## config.mk

```make
export PLATFORM = sky130hd
export DESIGN_NAME = pong_top
export DESIGN_NICKNAME = d
export VERILOG_FILES = /design/src/hdl/pong_pkg.sv /design/src/hdl/ball_motion.sv /design/src/hdl/draw_sequencer.sv /design/src/hdl/paddle_motion.sv /design/src/hdl/pixel_mux.sv /design/src/hdl/pong_top.sv /design/src/hdl/rect_raster.sv
export VERILOG_INCLUDE_DIRS = /design/src /design/src/hdl
export SDC_FILE = /design/constraint.sdc
export NUM_CORES = 1
export LEC_CHECK = 0
export CORE_MARGIN = 5
export CORE_UTILIZATION = 30
export CTS_BUF_LIST = sky130_fd_sc_hd__clkbuf_8
export CTS_CLUSTER_DIAMETER = 50
export DETAILED_ROUTE_END_ITERATION = 7
export DONT_BUFFER_PORTS = 1
export PLACE_DENSITY = 0.41
export SLEW_MARGIN = 20
export SYNTH_ARGS = -nofsm -noshare
export SYNTH_HDL_FRONTEND = slang
export SYNTH_SLANG_ARGS = --single-unit
```

## constraint.sdc

```tcl
create_clock -name clock -period 8.3 [get_ports clock]
set_input_delay 1.245 -clock clock [delete_from_list [all_inputs] [get_ports clock]]
set_output_delay 1.245 -clock clock [all_outputs]
set_load 0.01 [all_outputs]
```

## src/hdl/pong_defines.svh

```systemverilog
`ifndef PONG_DEFINES_SVH
`define PONG_DEFINES_SVH

// object sizes in pixels
`define PADDLE_W 4
`define PADDLE_H 20
`define BALL_SIZE 10

// paddle columns and start row
`define P1_X 30
`define P2_X 290
`define PADDLE_Y0 100
`define PADDLE_Y_MIN 6
`define PADDLE_Y_MAX 214

// walls against the ball's top-left corner
`define WALL_LEFT 6
`define WALL_RIGHT 302
`define WALL_TOP 6
`define WALL_BOTTOM 220

// goal window
`define GOAL_Y_LO 90
`define GOAL_Y_HI 150
`define RIGHT_GOAL_EDGE 306

// ball start and respawn points
`define BALL_X0 160
`define BALL_Y0 120
`define SPAWN_LEFT_X 44
`define SPAWN_RIGHT_X 264
`define SPAWN_Y 110

`define COLOUR_P1 5
`define COLOUR_P2 2
`define COLOUR_BALL 4
`define COLOUR_BLACK 0

// cycles between the draw and erase passes
`define FRAME_TICKS 64

`endif

```

## src/hdl/pong_pkg.sv

```systemverilog
package pong_pkg;

	// screen coordinate
	typedef logic [10:0] coord_t;

	// 3-bit rgb pixel
	typedef logic [2:0] colour_t;

	// wraps at 16
	typedef logic [3:0] score_t;

	typedef enum logic [3:0] {
		st_idle,
		st_draw_p1,
		st_draw_p2,
		st_draw_ball,
		st_wait_frame,
		st_erase_p1,
		st_erase_p2,
		st_erase_ball,
		st_update,
		st_settle,
		st_respawn
	} seq_state_t;

endpackage

```

## src/hdl/ball_motion.sv

```systemverilog
`timescale 1ns/1ps

`include "pong_defines.svh"

module ball_motion import pong_pkg::*; (
	input  logic   clock,
	input  logic   reset_n,
	input  logic   update,
	input  logic   respawn,
	input  logic   respawn_right,
	input  coord_t p1_y,
	input  coord_t p2_y,
	output coord_t ball_x,
	output coord_t ball_y,
	output logic   left_goal,
	output logic   right_goal
);

	localparam coord_t P1_LEFT = coord_t'(`P1_X);
	localparam coord_t P1_RIGHT = coord_t'(`P1_X + `PADDLE_W);
	localparam coord_t P2_LEFT = coord_t'(`P2_X);
	localparam coord_t P2_RIGHT = coord_t'(`P2_X + `PADDLE_W);

	logic   dir_right;
	logic   dir_up;
	logic   next_right;
	logic   next_up;
	logic   p1_span;
	logic   p2_span;
	logic   in_goal;
	coord_t ball_edge;

	assign ball_edge = ball_x + coord_t'(`BALL_SIZE);
	assign p1_span = (p1_y <= ball_y) && (ball_y <= p1_y + coord_t'(`PADDLE_H));
	assign p2_span = (p2_y <= ball_y) && (ball_y <= p2_y + coord_t'(`PADDLE_H));
	assign in_goal = (ball_y >= coord_t'(`GOAL_Y_LO)) && (ball_y <= coord_t'(`GOAL_Y_HI));

	// bounce decision from the old position
	always_comb begin
		next_right = dir_right;
		next_up = dir_up;
		if (ball_x == coord_t'(`WALL_LEFT))
			next_right = 1'b1;
		else if (ball_x == coord_t'(`WALL_RIGHT))
			next_right = 1'b0;
		if (ball_y == coord_t'(`WALL_TOP))
			next_up = 1'b0;
		else if (ball_y == coord_t'(`WALL_BOTTOM))
			next_up = 1'b1;
		// paddles override walls
		if (p1_span) begin
			if (ball_edge == P1_LEFT)
				next_right = 1'b0;
			else if (ball_x == P1_RIGHT)
				next_right = 1'b1;
		end
		if (p2_span) begin
			if (ball_edge == P2_LEFT)
				next_right = 1'b0;
			else if (ball_x == P2_RIGHT)
				next_right = 1'b1;
		end
	end

	always_ff @(posedge clock) begin
		if (reset_n) begin
			ball_x <= coord_t'(`BALL_X0);
			ball_y <= coord_t'(`BALL_Y0);
			dir_right <= 1'b1;
			dir_up <= 1'b1;
			left_goal <= 1'b0;
			right_goal <= 1'b0;
		end else begin
			left_goal <= 1'b0;
			right_goal <= 1'b0;
			if (respawn) begin
				ball_x <= respawn_right ? coord_t'(`SPAWN_RIGHT_X) : coord_t'(`SPAWN_LEFT_X);
				ball_y <= coord_t'(`SPAWN_Y);
				dir_right <= 1'b1;
				dir_up <= 1'b1;
			end else if (update) begin
				left_goal <= (ball_x == coord_t'(`WALL_LEFT)) && in_goal;
				right_goal <= (ball_edge == coord_t'(`RIGHT_GOAL_EDGE)) && in_goal;
				// step with the old direction
				ball_x <= dir_right ? ball_x + 1'b1 : ball_x - 1'b1;
				ball_y <= dir_up ? ball_y - 1'b1 : ball_y + 1'b1;
				dir_right <= next_right;
				dir_up <= next_up;
			end
		end
	end

endmodule

```

## src/hdl/draw_sequencer.sv

```systemverilog
`timescale 1ns/1ps

`include "pong_defines.svh"

module draw_sequencer import pong_pkg::*; (
	input  logic    clock,
	input  logic    reset_n,
	input  logic    go,
	input  logic    p1_done,
	input  logic    p2_done,
	input  logic    ball_done,
	input  logic    left_goal,
	input  logic    right_goal,
	output logic    p1_draw,
	output logic    p2_draw,
	output logic    ball_draw,
	output colour_t pass_colour,
	output logic    update,
	output logic    respawn,
	output logic    respawn_right,
	output score_t  p1_score,
	output score_t  p2_score
);

	localparam int CNT_W = $clog2(`FRAME_TICKS + 1);
	localparam logic [CNT_W-1:0] CNT_LAST = CNT_W'(`FRAME_TICKS - 1);

	seq_state_t       state;
	seq_state_t       next_state;
	logic [CNT_W-1:0] frame_cnt;

	always_comb begin
		next_state = state;
		case (state)
			st_idle:       if (go) next_state = st_draw_p1;
			st_draw_p1:    if (p1_done) next_state = st_draw_p2;
			st_draw_p2:    if (p2_done) next_state = st_draw_ball;
			st_draw_ball:  if (ball_done) next_state = st_wait_frame;
			st_wait_frame: if (frame_cnt == CNT_LAST) next_state = st_erase_p1;
			st_erase_p1:   if (p1_done) next_state = st_erase_p2;
			st_erase_p2:   if (p2_done) next_state = st_erase_ball;
			st_erase_ball: if (ball_done) next_state = st_update;
			st_update:     next_state = st_settle;
			// goal pulses land here
			st_settle:     next_state = (left_goal || right_goal) ? st_respawn : st_draw_p1;
			st_respawn:    next_state = st_draw_p1;
			default:       next_state = st_idle;
		endcase
	end

	always_ff @(posedge clock) begin
		if (reset_n)
			state <= st_idle;
		else
			state <= next_state;
	end

	// frame delay
	always_ff @(posedge clock) begin
		if (reset_n || state != st_wait_frame)
			frame_cnt <= '0;
		else
			frame_cnt <= frame_cnt + 1'b1;
	end

	// a left goal scores for player 2 and serves from the right
	always_ff @(posedge clock) begin
		if (reset_n) begin
			p1_score <= '0;
			p2_score <= '0;
			respawn_right <= 1'b0;
		end else if (state == st_settle) begin
			if (left_goal) begin
				p2_score <= p2_score + 1'b1;
				respawn_right <= 1'b1;
			end else if (right_goal) begin
				p1_score <= p1_score + 1'b1;
				respawn_right <= 1'b0;
			end
		end
	end

	assign p1_draw = (state == st_draw_p1) || (state == st_erase_p1);
	assign p2_draw = (state == st_draw_p2) || (state == st_erase_p2);
	assign ball_draw = (state == st_draw_ball) || (state == st_erase_ball);
	assign update = (state == st_update);
	assign respawn = (state == st_respawn);

	always_comb begin
		case (state)
			st_draw_p1:   pass_colour = colour_t'(`COLOUR_P1);
			st_draw_p2:   pass_colour = colour_t'(`COLOUR_P2);
			st_draw_ball: pass_colour = colour_t'(`COLOUR_BALL);
			default:      pass_colour = colour_t'(`COLOUR_BLACK);
		endcase
	end

endmodule

```

## src/hdl/paddle_motion.sv

```systemverilog
`timescale 1ns/1ps

`include "pong_defines.svh"

module paddle_motion import pong_pkg::*; #(
	parameter int Y_START = `PADDLE_Y0
) (
	input  logic   clock,
	input  logic   reset_n,
	input  logic   update,
	input  logic   up,
	input  logic   down,
	output coord_t y_top
);

	localparam coord_t Y_MIN = coord_t'(`PADDLE_Y_MIN);
	localparam coord_t Y_MAX = coord_t'(`PADDLE_Y_MAX);

	always_ff @(posedge clock) begin
		if (reset_n) begin
			y_top <= coord_t'(Y_START);
		end else if (update) begin
			// a legal down move beats up
			if (down && y_top <= Y_MAX)
				y_top <= y_top + 1'b1;
			else if (up && y_top >= Y_MIN)
				y_top <= y_top - 1'b1;
		end
	end

endmodule

```

## src/hdl/pixel_mux.sv

```systemverilog
`timescale 1ns/1ps

module pixel_mux import pong_pkg::*; (
	input  logic    clock,
	input  logic    reset_n,
	input  logic    p1_draw,
	input  logic    p2_draw,
	input  logic    ball_draw,
	input  coord_t  p1_x,
	input  coord_t  p1_y,
	input  coord_t  p2_x,
	input  coord_t  p2_y,
	input  coord_t  ball_x,
	input  coord_t  ball_y,
	input  colour_t pass_colour,
	output logic    write_en,
	output coord_t  x,
	output coord_t  y,
	output colour_t colour
);

	always_ff @(posedge clock) begin
		if (reset_n)
			write_en <= 1'b0;
		else
			write_en <= p1_draw || p2_draw || ball_draw;
	end

	// only one enable is high at a time
	always_ff @(posedge clock) begin
		if (p1_draw) begin
			x <= p1_x;
			y <= p1_y;
		end else if (p2_draw) begin
			x <= p2_x;
			y <= p2_y;
		end else if (ball_draw) begin
			x <= ball_x;
			y <= ball_y;
		end
		colour <= pass_colour;
	end

endmodule

```

## src/hdl/pong_top.sv

```systemverilog
`timescale 1ns/1ps

`include "pong_defines.svh"

module pong_top import pong_pkg::*; (
	input  logic    clock,
	input  logic    reset_n,
	input  logic    go,
	input  logic    p1_up,
	input  logic    p1_down,
	input  logic    p2_up,
	input  logic    p2_down,
	output logic    write_en,
	output coord_t  x,
	output coord_t  y,
	output colour_t colour,
	output score_t  p1_score,
	output score_t  p2_score
);

	logic    p1_draw, p2_draw, ball_draw;
	logic    p1_done, p2_done, ball_done;
	logic    update, respawn, respawn_right;
	logic    left_goal, right_goal;
	colour_t pass_colour;
	coord_t  p1_y_top, p2_y_top;
	coord_t  ball_x, ball_y;
	coord_t  p1_pix_x, p1_pix_y;
	coord_t  p2_pix_x, p2_pix_y;
	coord_t  ball_pix_x, ball_pix_y;

	draw_sequencer u_seq (
		.clock(clock), .reset_n(reset_n), .go(go),
		.p1_done(p1_done), .p2_done(p2_done), .ball_done(ball_done),
		.left_goal(left_goal), .right_goal(right_goal),
		.p1_draw(p1_draw), .p2_draw(p2_draw), .ball_draw(ball_draw),
		.pass_colour(pass_colour), .update(update),
		.respawn(respawn), .respawn_right(respawn_right),
		.p1_score(p1_score), .p2_score(p2_score)
	);

	paddle_motion #(.Y_START(`PADDLE_Y0)) u_p1_motion (
		.clock(clock), .reset_n(reset_n), .update(update),
		.up(p1_up), .down(p1_down), .y_top(p1_y_top)
	);

	paddle_motion #(.Y_START(`PADDLE_Y0)) u_p2_motion (
		.clock(clock), .reset_n(reset_n), .update(update),
		.up(p2_up), .down(p2_down), .y_top(p2_y_top)
	);

	ball_motion u_ball_motion (
		.clock(clock), .reset_n(reset_n), .update(update),
		.respawn(respawn), .respawn_right(respawn_right),
		.p1_y(p1_y_top), .p2_y(p2_y_top),
		.ball_x(ball_x), .ball_y(ball_y),
		.left_goal(left_goal), .right_goal(right_goal)
	);

	rect_raster #(.WIDTH(`PADDLE_W), .HEIGHT(`PADDLE_H)) u_p1_raster (
		.clock(clock), .reset_n(reset_n), .enable(p1_draw),
		.x_org(coord_t'(`P1_X)), .y_org(p1_y_top),
		.x_out(p1_pix_x), .y_out(p1_pix_y), .rect_done(p1_done)
	);

	rect_raster #(.WIDTH(`PADDLE_W), .HEIGHT(`PADDLE_H)) u_p2_raster (
		.clock(clock), .reset_n(reset_n), .enable(p2_draw),
		.x_org(coord_t'(`P2_X)), .y_org(p2_y_top),
		.x_out(p2_pix_x), .y_out(p2_pix_y), .rect_done(p2_done)
	);

	rect_raster #(.WIDTH(`BALL_SIZE), .HEIGHT(`BALL_SIZE)) u_ball_raster (
		.clock(clock), .reset_n(reset_n), .enable(ball_draw),
		.x_org(ball_x), .y_org(ball_y),
		.x_out(ball_pix_x), .y_out(ball_pix_y), .rect_done(ball_done)
	);

	pixel_mux u_mux (
		.clock(clock), .reset_n(reset_n),
		.p1_draw(p1_draw), .p2_draw(p2_draw), .ball_draw(ball_draw),
		.p1_x(p1_pix_x), .p1_y(p1_pix_y),
		.p2_x(p2_pix_x), .p2_y(p2_pix_y),
		.ball_x(ball_pix_x), .ball_y(ball_pix_y),
		.pass_colour(pass_colour),
		.write_en(write_en), .x(x), .y(y), .colour(colour)
	);

endmodule

```

## src/hdl/rect_raster.sv

```systemverilog
`timescale 1ns/1ps

module rect_raster import pong_pkg::*; #(
	parameter int WIDTH = 4,
	parameter int HEIGHT = 20
) (
	input  logic   clock,
	input  logic   reset_n,
	input  logic   enable,
	input  coord_t x_org,
	input  coord_t y_org,
	output coord_t x_out,
	output coord_t y_out,
	output logic   rect_done
);

	localparam coord_t X_LAST = coord_t'(WIDTH - 1);
	localparam coord_t Y_LAST = coord_t'(HEIGHT - 1);

	coord_t x_cnt;
	coord_t y_cnt;

	// row by row with x fastest
	always_ff @(posedge clock) begin
		if (reset_n) begin
			x_cnt <= '0;
			y_cnt <= '0;
		end else if (enable) begin
			if (x_cnt == X_LAST) begin
				x_cnt <= '0;
				if (y_cnt == Y_LAST)
					y_cnt <= '0;
				else
					y_cnt <= y_cnt + 1'b1;
			end else begin
				x_cnt <= x_cnt + 1'b1;
			end
		end
	end

	assign rect_done = enable && (x_cnt == X_LAST) && (y_cnt == Y_LAST);
	assign x_out = x_org + x_cnt;
	assign y_out = y_org + y_cnt;

endmodule

```

## After elaboration in Yosys (flattened, before gate mapping)

Index checks and enable logic that the tools add are counted.

| operators by class | value |
|---|---|
| eq/ne operators | 35 |
| magnitude comparators | 10 |
| bitwise logic cells | 2 |
| reductions and logical operators | 41 |
| $add $sub $neg | 26 |
| mux-type cells | 46 |

Operators by type and width:

| cell | count |
|---|---|
| 2-to-1 mux 11 bit | 20 |
| adder 11 x 1 -> 11 bit (second input constant) | 10 |
| adder 11 bit | 4 |
| == test 11 x 9 -> 1 bit (second input constant) | 4 |
| <= comparator 11 bit | 4 |
| one-hot mux 4 bit (11 select lines) | 1 |
| subtractor 11 x 1 -> 11 bit (second input constant) | 4 |
| 2-to-1 mux 4 bit | 9 |
| == test 11 x 5 -> 1 bit (second input constant) | 3 |
| <= comparator 11 x 8 -> 1 bit (second input constant) | 3 |
| adder 11 x 5 -> 11 bit (second input constant) | 2 |
| == test 11 x 2 -> 1 bit (second input constant) | 2 |
| == test 11 x 3 -> 1 bit (second input constant) | 2 |
| == test 11 x 4 -> 1 bit (second input constant) | 2 |
| greater-or-equal comparator 11 x 3 -> 1 bit (second input constant) | 2 |
| == test 4 x 3 -> 1 bit (second input constant) | 4 |
| AND reduction 2 bit | 8 |
| logical AND 1 bit | 15 |
| inequality test 2 bit (second input constant) | 7 |
| == test 4 bit (second input constant) | 3 |
| 2-to-1 mux 1 bit | 12 |
| adder 11 x 4 -> 11 bit (second input constant) | 1 |
| adder 5 x 11 -> 11 bit (first input constant) | 1 |
| adder 9 x 11 -> 11 bit (first input constant) | 1 |
| 22 further kinds | 36 |

| word-level totals | value |
|---|---|
| output and inout port bits | 34 |
| bits of input ports | 7 |
| bits in registers | 160 |

## Longest topological paths before layout

| logic depth | value |
|---|---|
| depth in word-level cells | 9 |
| mapped depth | 14 |

## Cells and area by module

Synthesis repeated with hierarchy kept, for this count alone.

| second synthesis, totals | value |
|---|---|
| cell total of the unflattened synthesis | 1,531 |
| area total of the unflattened synthesis | 13,171.4 um^2 |

Modules (own cells, without submodules):

| module | cells an instance | times used | area an instance (um^2) | sequential area each (um^2) |
|---|---|---|---|---|
| ball_motion | 444 | 1 | 3,458.3 | 520.5 |
| rect_raster at u_ball_raster | 224 | 1 | 1,938.1 | 440.4 |
| rect_raster at u_p1_raster | 227 | 1 | 1,898.1 | 440.4 |
| rect_raster at u_p2_raster | 216 | 1 | 1,889.3 | 440.4 |
| paddle_motion | 103 | 2 | 889.6 | 220.2 |
| pixel_mux | 102 | 1 | 1,234.9 | 740.7 |
| draw_sequencer | 110 | 1 | 965.9 | 400.4 |
| pong_top | 2 | 1 | 7.5 | 0.0 |

## Worst setup path before layout

Ideal clock, no wire load.

| timing | value |
|---|---|
| kind | in2reg |
| start | in p1_down |
| end | reg u_p1_motion.y_top[10] |
| data required time | 8,179 ps |
| setup time | 121 ps |
| data arrival time | 3,419 ps |
| stages on the path | 9 |
| slack | 4,761 ps |
| path through | o211ai_1 ha_1 nor2b_1 o21ai_0 a21oi_1 o21a_1 o41ai_1 mux2_2 mux2_2 |

| between the ends | value |
|---|---|
| cells in the longest elaborated chain, start to end | 3 |
| elaborated cells between the ends (all ways) | 4 |
| classes of those cells | mux (1); reduce/logical (3) |

RTL lines:

| what | RTL line | RTL |
|---|---|---|
| from (decl) | pong_top.sv:10 | `input logic p1_down,` |
| logical AND 1 bit (*) | paddle_motion.sv:24 | `if (down && y_top <= Y_MAX)` |
| nonzero test 2 bit (no source line) | -- |  |
| AND reduction 2 bit (no source line) | -- |  |
| to (signal assigned) | paddle_motion.sv:21 | `y_top <= coord_t'(Y_START);` |
| to (signal assigned) | paddle_motion.sv:25 | `y_top <= y_top + 1'b1;` |
| to (signal assigned) | paddle_motion.sv:27 | `y_top <= y_top - 1'b1;` |
| to (decl) | paddle_motion.sv:13 | `output coord_t y_top` |

Every way passes the cells marked *; elsewhere a longest branch is shown, timed or not.
A chain may end at the register's enable or synchronous reset.

## Final worst setup path

| timing | value |
|---|---|
| start | reg u_p2_motion.y_top[3] |
| end | reg u_p2_motion.y_top[10] |

| between the ends | value |
|---|---|
| cells in the longest elaborated chain, start to end | 4 |
| elaborated cells between the ends (all ways) | 10 |
| classes of those cells | add/sub (2); order compare (2); mux (2); reduce/logical (4) |

RTL lines:

| what | RTL line |
|---|---|
| from (decl) | paddle_motion.sv:13 |
| from (signal assigned) | paddle_motion.sv:21 |
| from (signal assigned) | paddle_motion.sv:25 |
| from (signal assigned) | paddle_motion.sv:27 |
| greater-or-equal comparator 11 x 3 -> 1 bit / <= comparator 11 x 8 -> 1 bit (equally long branches) | paddle_motion.sv:26, paddle_motion.sv:24 |
| logical AND 1 bit, on equally long branches | paddle_motion.sv:26, paddle_motion.sv:24 |
| nonzero test 2 bit (no source line) | -- |
| AND reduction 2 bit (no source line) | -- |

Parallel ways exist; a longest one is shown, timed or not. The select of a mux whose other input is x is not followed.

==> metrics <==
fill count 4259; number of diodes 0; DRT antenna net count 0; Slew @ Worst Pin 1080 ps; post-synthesis sequential area ratio 0.284; Top FF cell, synth dfxtp_1; DRC 0; Total GRT Usage 0.156; post-cts resize count 0; GPL Wtd Cong 0.863; row count 73; Seq cells post-synth 160; FF-to-FF Start u_p2_motion.y_top[3]$_SDFFE_PP0P_; I/O Pins 41; crit path time final 3940 ps; CTS Buffer Depth 2; Worst setup EP type flip-flop; worst vdd ir 0.0000885 V; LEAKAGE 5.03 nW; die footprint 44300 sq um; Post-synth ARST share 0; Slowest-stage cell, CP o211ai_1; final slew viol count 0; Arr. time, crit path 4370 ps; Post-CTS Hold Buffers 0; H-tree depth 4; Crit path top cell by count a21oi_1; largest net degree at the start of global routing 71; # setup viols final 0; initial drt markers 469; grt ovf 0; IO Port Bufs 0; core area 39700 sq um; Max Cap Viol 0; Post-synth EDFFs 22; syn_nets 1599; share of cells above drive strength 1 0.0481; HPWL after DPL 25800 um; Power Density 149 nW/um^2; Routed WL per cell 17.5 um; period utilization 0.475; Final Hold Viols 0; CTS Root Cell clkbuf_8; Ys Warns 0; critical-path cell list inv_1 -> ha_1 -> a31oi_1 -> a21oi_1 -> o211ai_1 -> ha_1 -> a21oi_1 -> o211ai_1 -> o41ai_1 -> o21ai_0 -> xor2_1 -> a21o_1 -> a21oi_1; unique cell type count in the Yosys netlist 78; Hold Path End u_seq.respawn_right$_SDFFE_PP0P_; Die X 210 um; vias in the first global route 9828; critical path class reg2reg; Yosys top cell by area dfxtp_1; detailed-route via count 10000; post-synthesis cell count 1445; Nets 1576; top cell type's share of synthesized area 0.229; global-route wire length before repair 55400 um; Worst R2R End u_p2_motion.y_top[10]$_SDFFE_PP0P_; ranking of synthesized cells by area dfxtp_1 (23%), ha_1 (14%), xor2_1 (5.7%); routed vias/inst 5.13; Sum Neg Setup Slack 0 ps; setup slack, reg-to-reg 4360 ps; Final Util 0.326; RSZ-0062 raised after global routing false; Hold Crit Start u_seq.respawn_right$_SDFFE_PP0P_; Hold Path Cell Cnt 2; synthesized cell area 12100 sq um; TritonRoute pass-1 iters 5; Post-CTS Setup Bufs 0; Starting Density 0.303; Clock transition at path regs 100 ps; clock latency on the worst-skew pair 500 ps; Worst Path Required 8720 ps; outcome complete, no violations; routed wire length 34200 um; Max FO, Critical Path 12; skew final 23.8 ps; clk sinks 160; Area Growth Syn to Fin 7.33%; achievable frequency 253 MHz; CTS Buf Count 17; worst reg-to-reg path cell count 13; CTS tree done; initial antenna violation count 0; Chip Height 210 um; CP max stage delay 880 ps; crit start category flip-flop; worst hold path type reg2reg; Slew headroom 0.278; Syn Area/Cell 8.34 sq um
==> metal layers <==
| layer | up-vias | wire length (um) | track usage |
|---|---|---|---|
| li1 | 5177 | - | - |
| met1 | 4712 | 17500 | 0.220 |
| met2 | 140 | 15400 | 0.254 |
| met3 | 17 | 1090 | 0.0269 |
| met4 | 0 | 252 | 0.0271 |
| met5 | - | 0 | 0 |
==> cell usage after synthesis (22+ instances only) <==
library cell,number
a21oi_1,111
edfxtp_1,22
a21o_1,26
xor2_1,78
dfxtp_1,138
nor2_1,161
nor2b_1,24
ha_1,139
inv_1,50
xnor2_1,77
clkbuf_1,35
o21ai_0,61
nor3_1,35
nand2_1,116
nand3_1,52
or3_1,23
==> through the flow <==
stage	setup slack (ps)	power (mW)	hold WS [ps]	instances	instance area (sq um)
final	4360	1.93	476	1960	12900
after floorplan	4760	1.24	430	1445	12100
after global placement	4420	1.36	455	1928	12600
after CTS	4340	1.97	475	1960	12900
after global routing	3970	2.04	514	1960	12900
after detailed placement	4360	1.36	463	1928	12600
==> logic make-up (layout without fill, tap and decap cells) <==
kind of cell	count (synthesis)	after routing	share of synthesized area
AO/OA/AOI/OAI	340	340	0.180
XOR/XNOR	155	155	0.113
adder cells (fa/ha/maj)	147	147	0.158
buffers and inverters	99	89	0.0325
flip-flops	160	160	0.284
multiplexers	15	15	0.0127
AND/OR/NAND/NOR	529	529	0.221
==> how the worst max path moves through the flow <==
stage | from | end | slack, ps | depth (start not counted)
6_report | u_p2_motion.y_top[3]$_SDFFE_PP0P_ | u_p2_motion.y_top[10]$_SDFFE_PP0P_ | 4360 | 13
5_1_grt | u_p2_motion.y_top[3]$_SDFFE_PP0P_ | u_p2_motion.y_top[10]$_SDFFE_PP0P_ | 3970 | 13
4_1_cts | u_p2_motion.y_top[3]$_SDFFE_PP0P_ | u_p2_motion.y_top[10]$_SDFFE_PP0P_ | 4340 | 13
3_5_place_dp | u_p2_motion.y_top[3]$_SDFFE_PP0P_ | u_p2_motion.y_top[10]$_SDFFE_PP0P_ | 4360 | 13
3_3_place_gp | u_p2_motion.y_top[3]$_SDFFE_PP0P_ | u_p2_motion.y_top[10]$_SDFFE_PP0P_ | 4420 | 13
2_1_floorplan | p1_down | u_p1_motion.y_top[10]$_SDFFE_PP0P_ | 4760 | 9
==> power by group <==
part / leakage (nW) / internal [mW] / total [mW] / switching, mW
clock: 0.190 / 0.245 / 0.596 / 0.350
sequential: 1.32 / 0.892 / 0.972 / 0.0808
combinational: 3.52 / 0.118 / 0.364 / 0.246
total: 5.03 / 1.26 / 1.93 / 0.677
==> layout make-up <==
class | count | area, sq um | area share
Multi-Input combinational cell | 1186 | 8240 | 0.637
Inverter | 51 | 191 | 0.0148
Clock inverter | 15 | 145 | 0.0112
Timing Repair Buffer | 6 | 45.0 | 0.00348
Sequential cell | 160 | 3420 | 0.265
Clock buffer | 17 | 234 | 0.0181
Tap cell | 525 | 657 | 0.0508
==> critical path, delay by kind of cell, from the launching register on <==
kind                     cells  cell delay [ps]
AO/OA/AOI/OAI                9             2490
adder cells (fa/ha/maj)      2              620
flip-flops                   1              520
XOR/XNOR                     1              180
buffers and inverters        1               80
==> layout by cell type, fill, tap and decap left out, types with 7 or more instances in the layout <==
cell,Yosys,final
ha_1,139,139
a41oi_1,7,7
inv_1,50,50
mux2i_1,13,13
nor2b_1,24,24
nand2_1,116,116
nand3_1,52,52
xor2_1,78,78
nor4_1,12,12
fa_1,8,8
nor3_1,35,35
edfxtp_1,22,22
inv_6,0,7
a21oi_1,111,111
nor2_1,161,160
xnor2_1,77,77
o21ai_0,61,61
o41ai_1,7,7
dfxtp_1,138,138
o211ai_1,13,13
or3_1,23,23
clkbuf_8,0,17
a211oi_1,20,20
a211o_1,9,9
and3_1,20,20
a31oi_1,18,18
a21o_1,26,26
nand4_1,21,21
nor4b_1,9,9
nand2b_1,13,13
o21bai_1,12,12
==> sequential cells by signal, indices dropped and copies added, names as in the netlist, 4 cells and up <==
name / count
u_p2_raster.x_cnt: 11
u_p2_motion.y_top: 11
u_seq.p2_score: 4
u_ball_raster.y_cnt: 11
u_p2_raster.y_cnt: 11
u_seq.p1_score: 4
u_p1_raster.y_cnt: 11
u_mux.x: 11
u_ball_motion.ball_y: 11
u_seq.frame_cnt: 7
u_p1_motion.y_top: 11
u_seq.state: 4
u_p1_raster.x_cnt: 11
u_mux.y: 11
u_ball_motion.ball_x: 11
u_ball_raster.x_cnt: 11
Power figures use the tool's default switching activity.
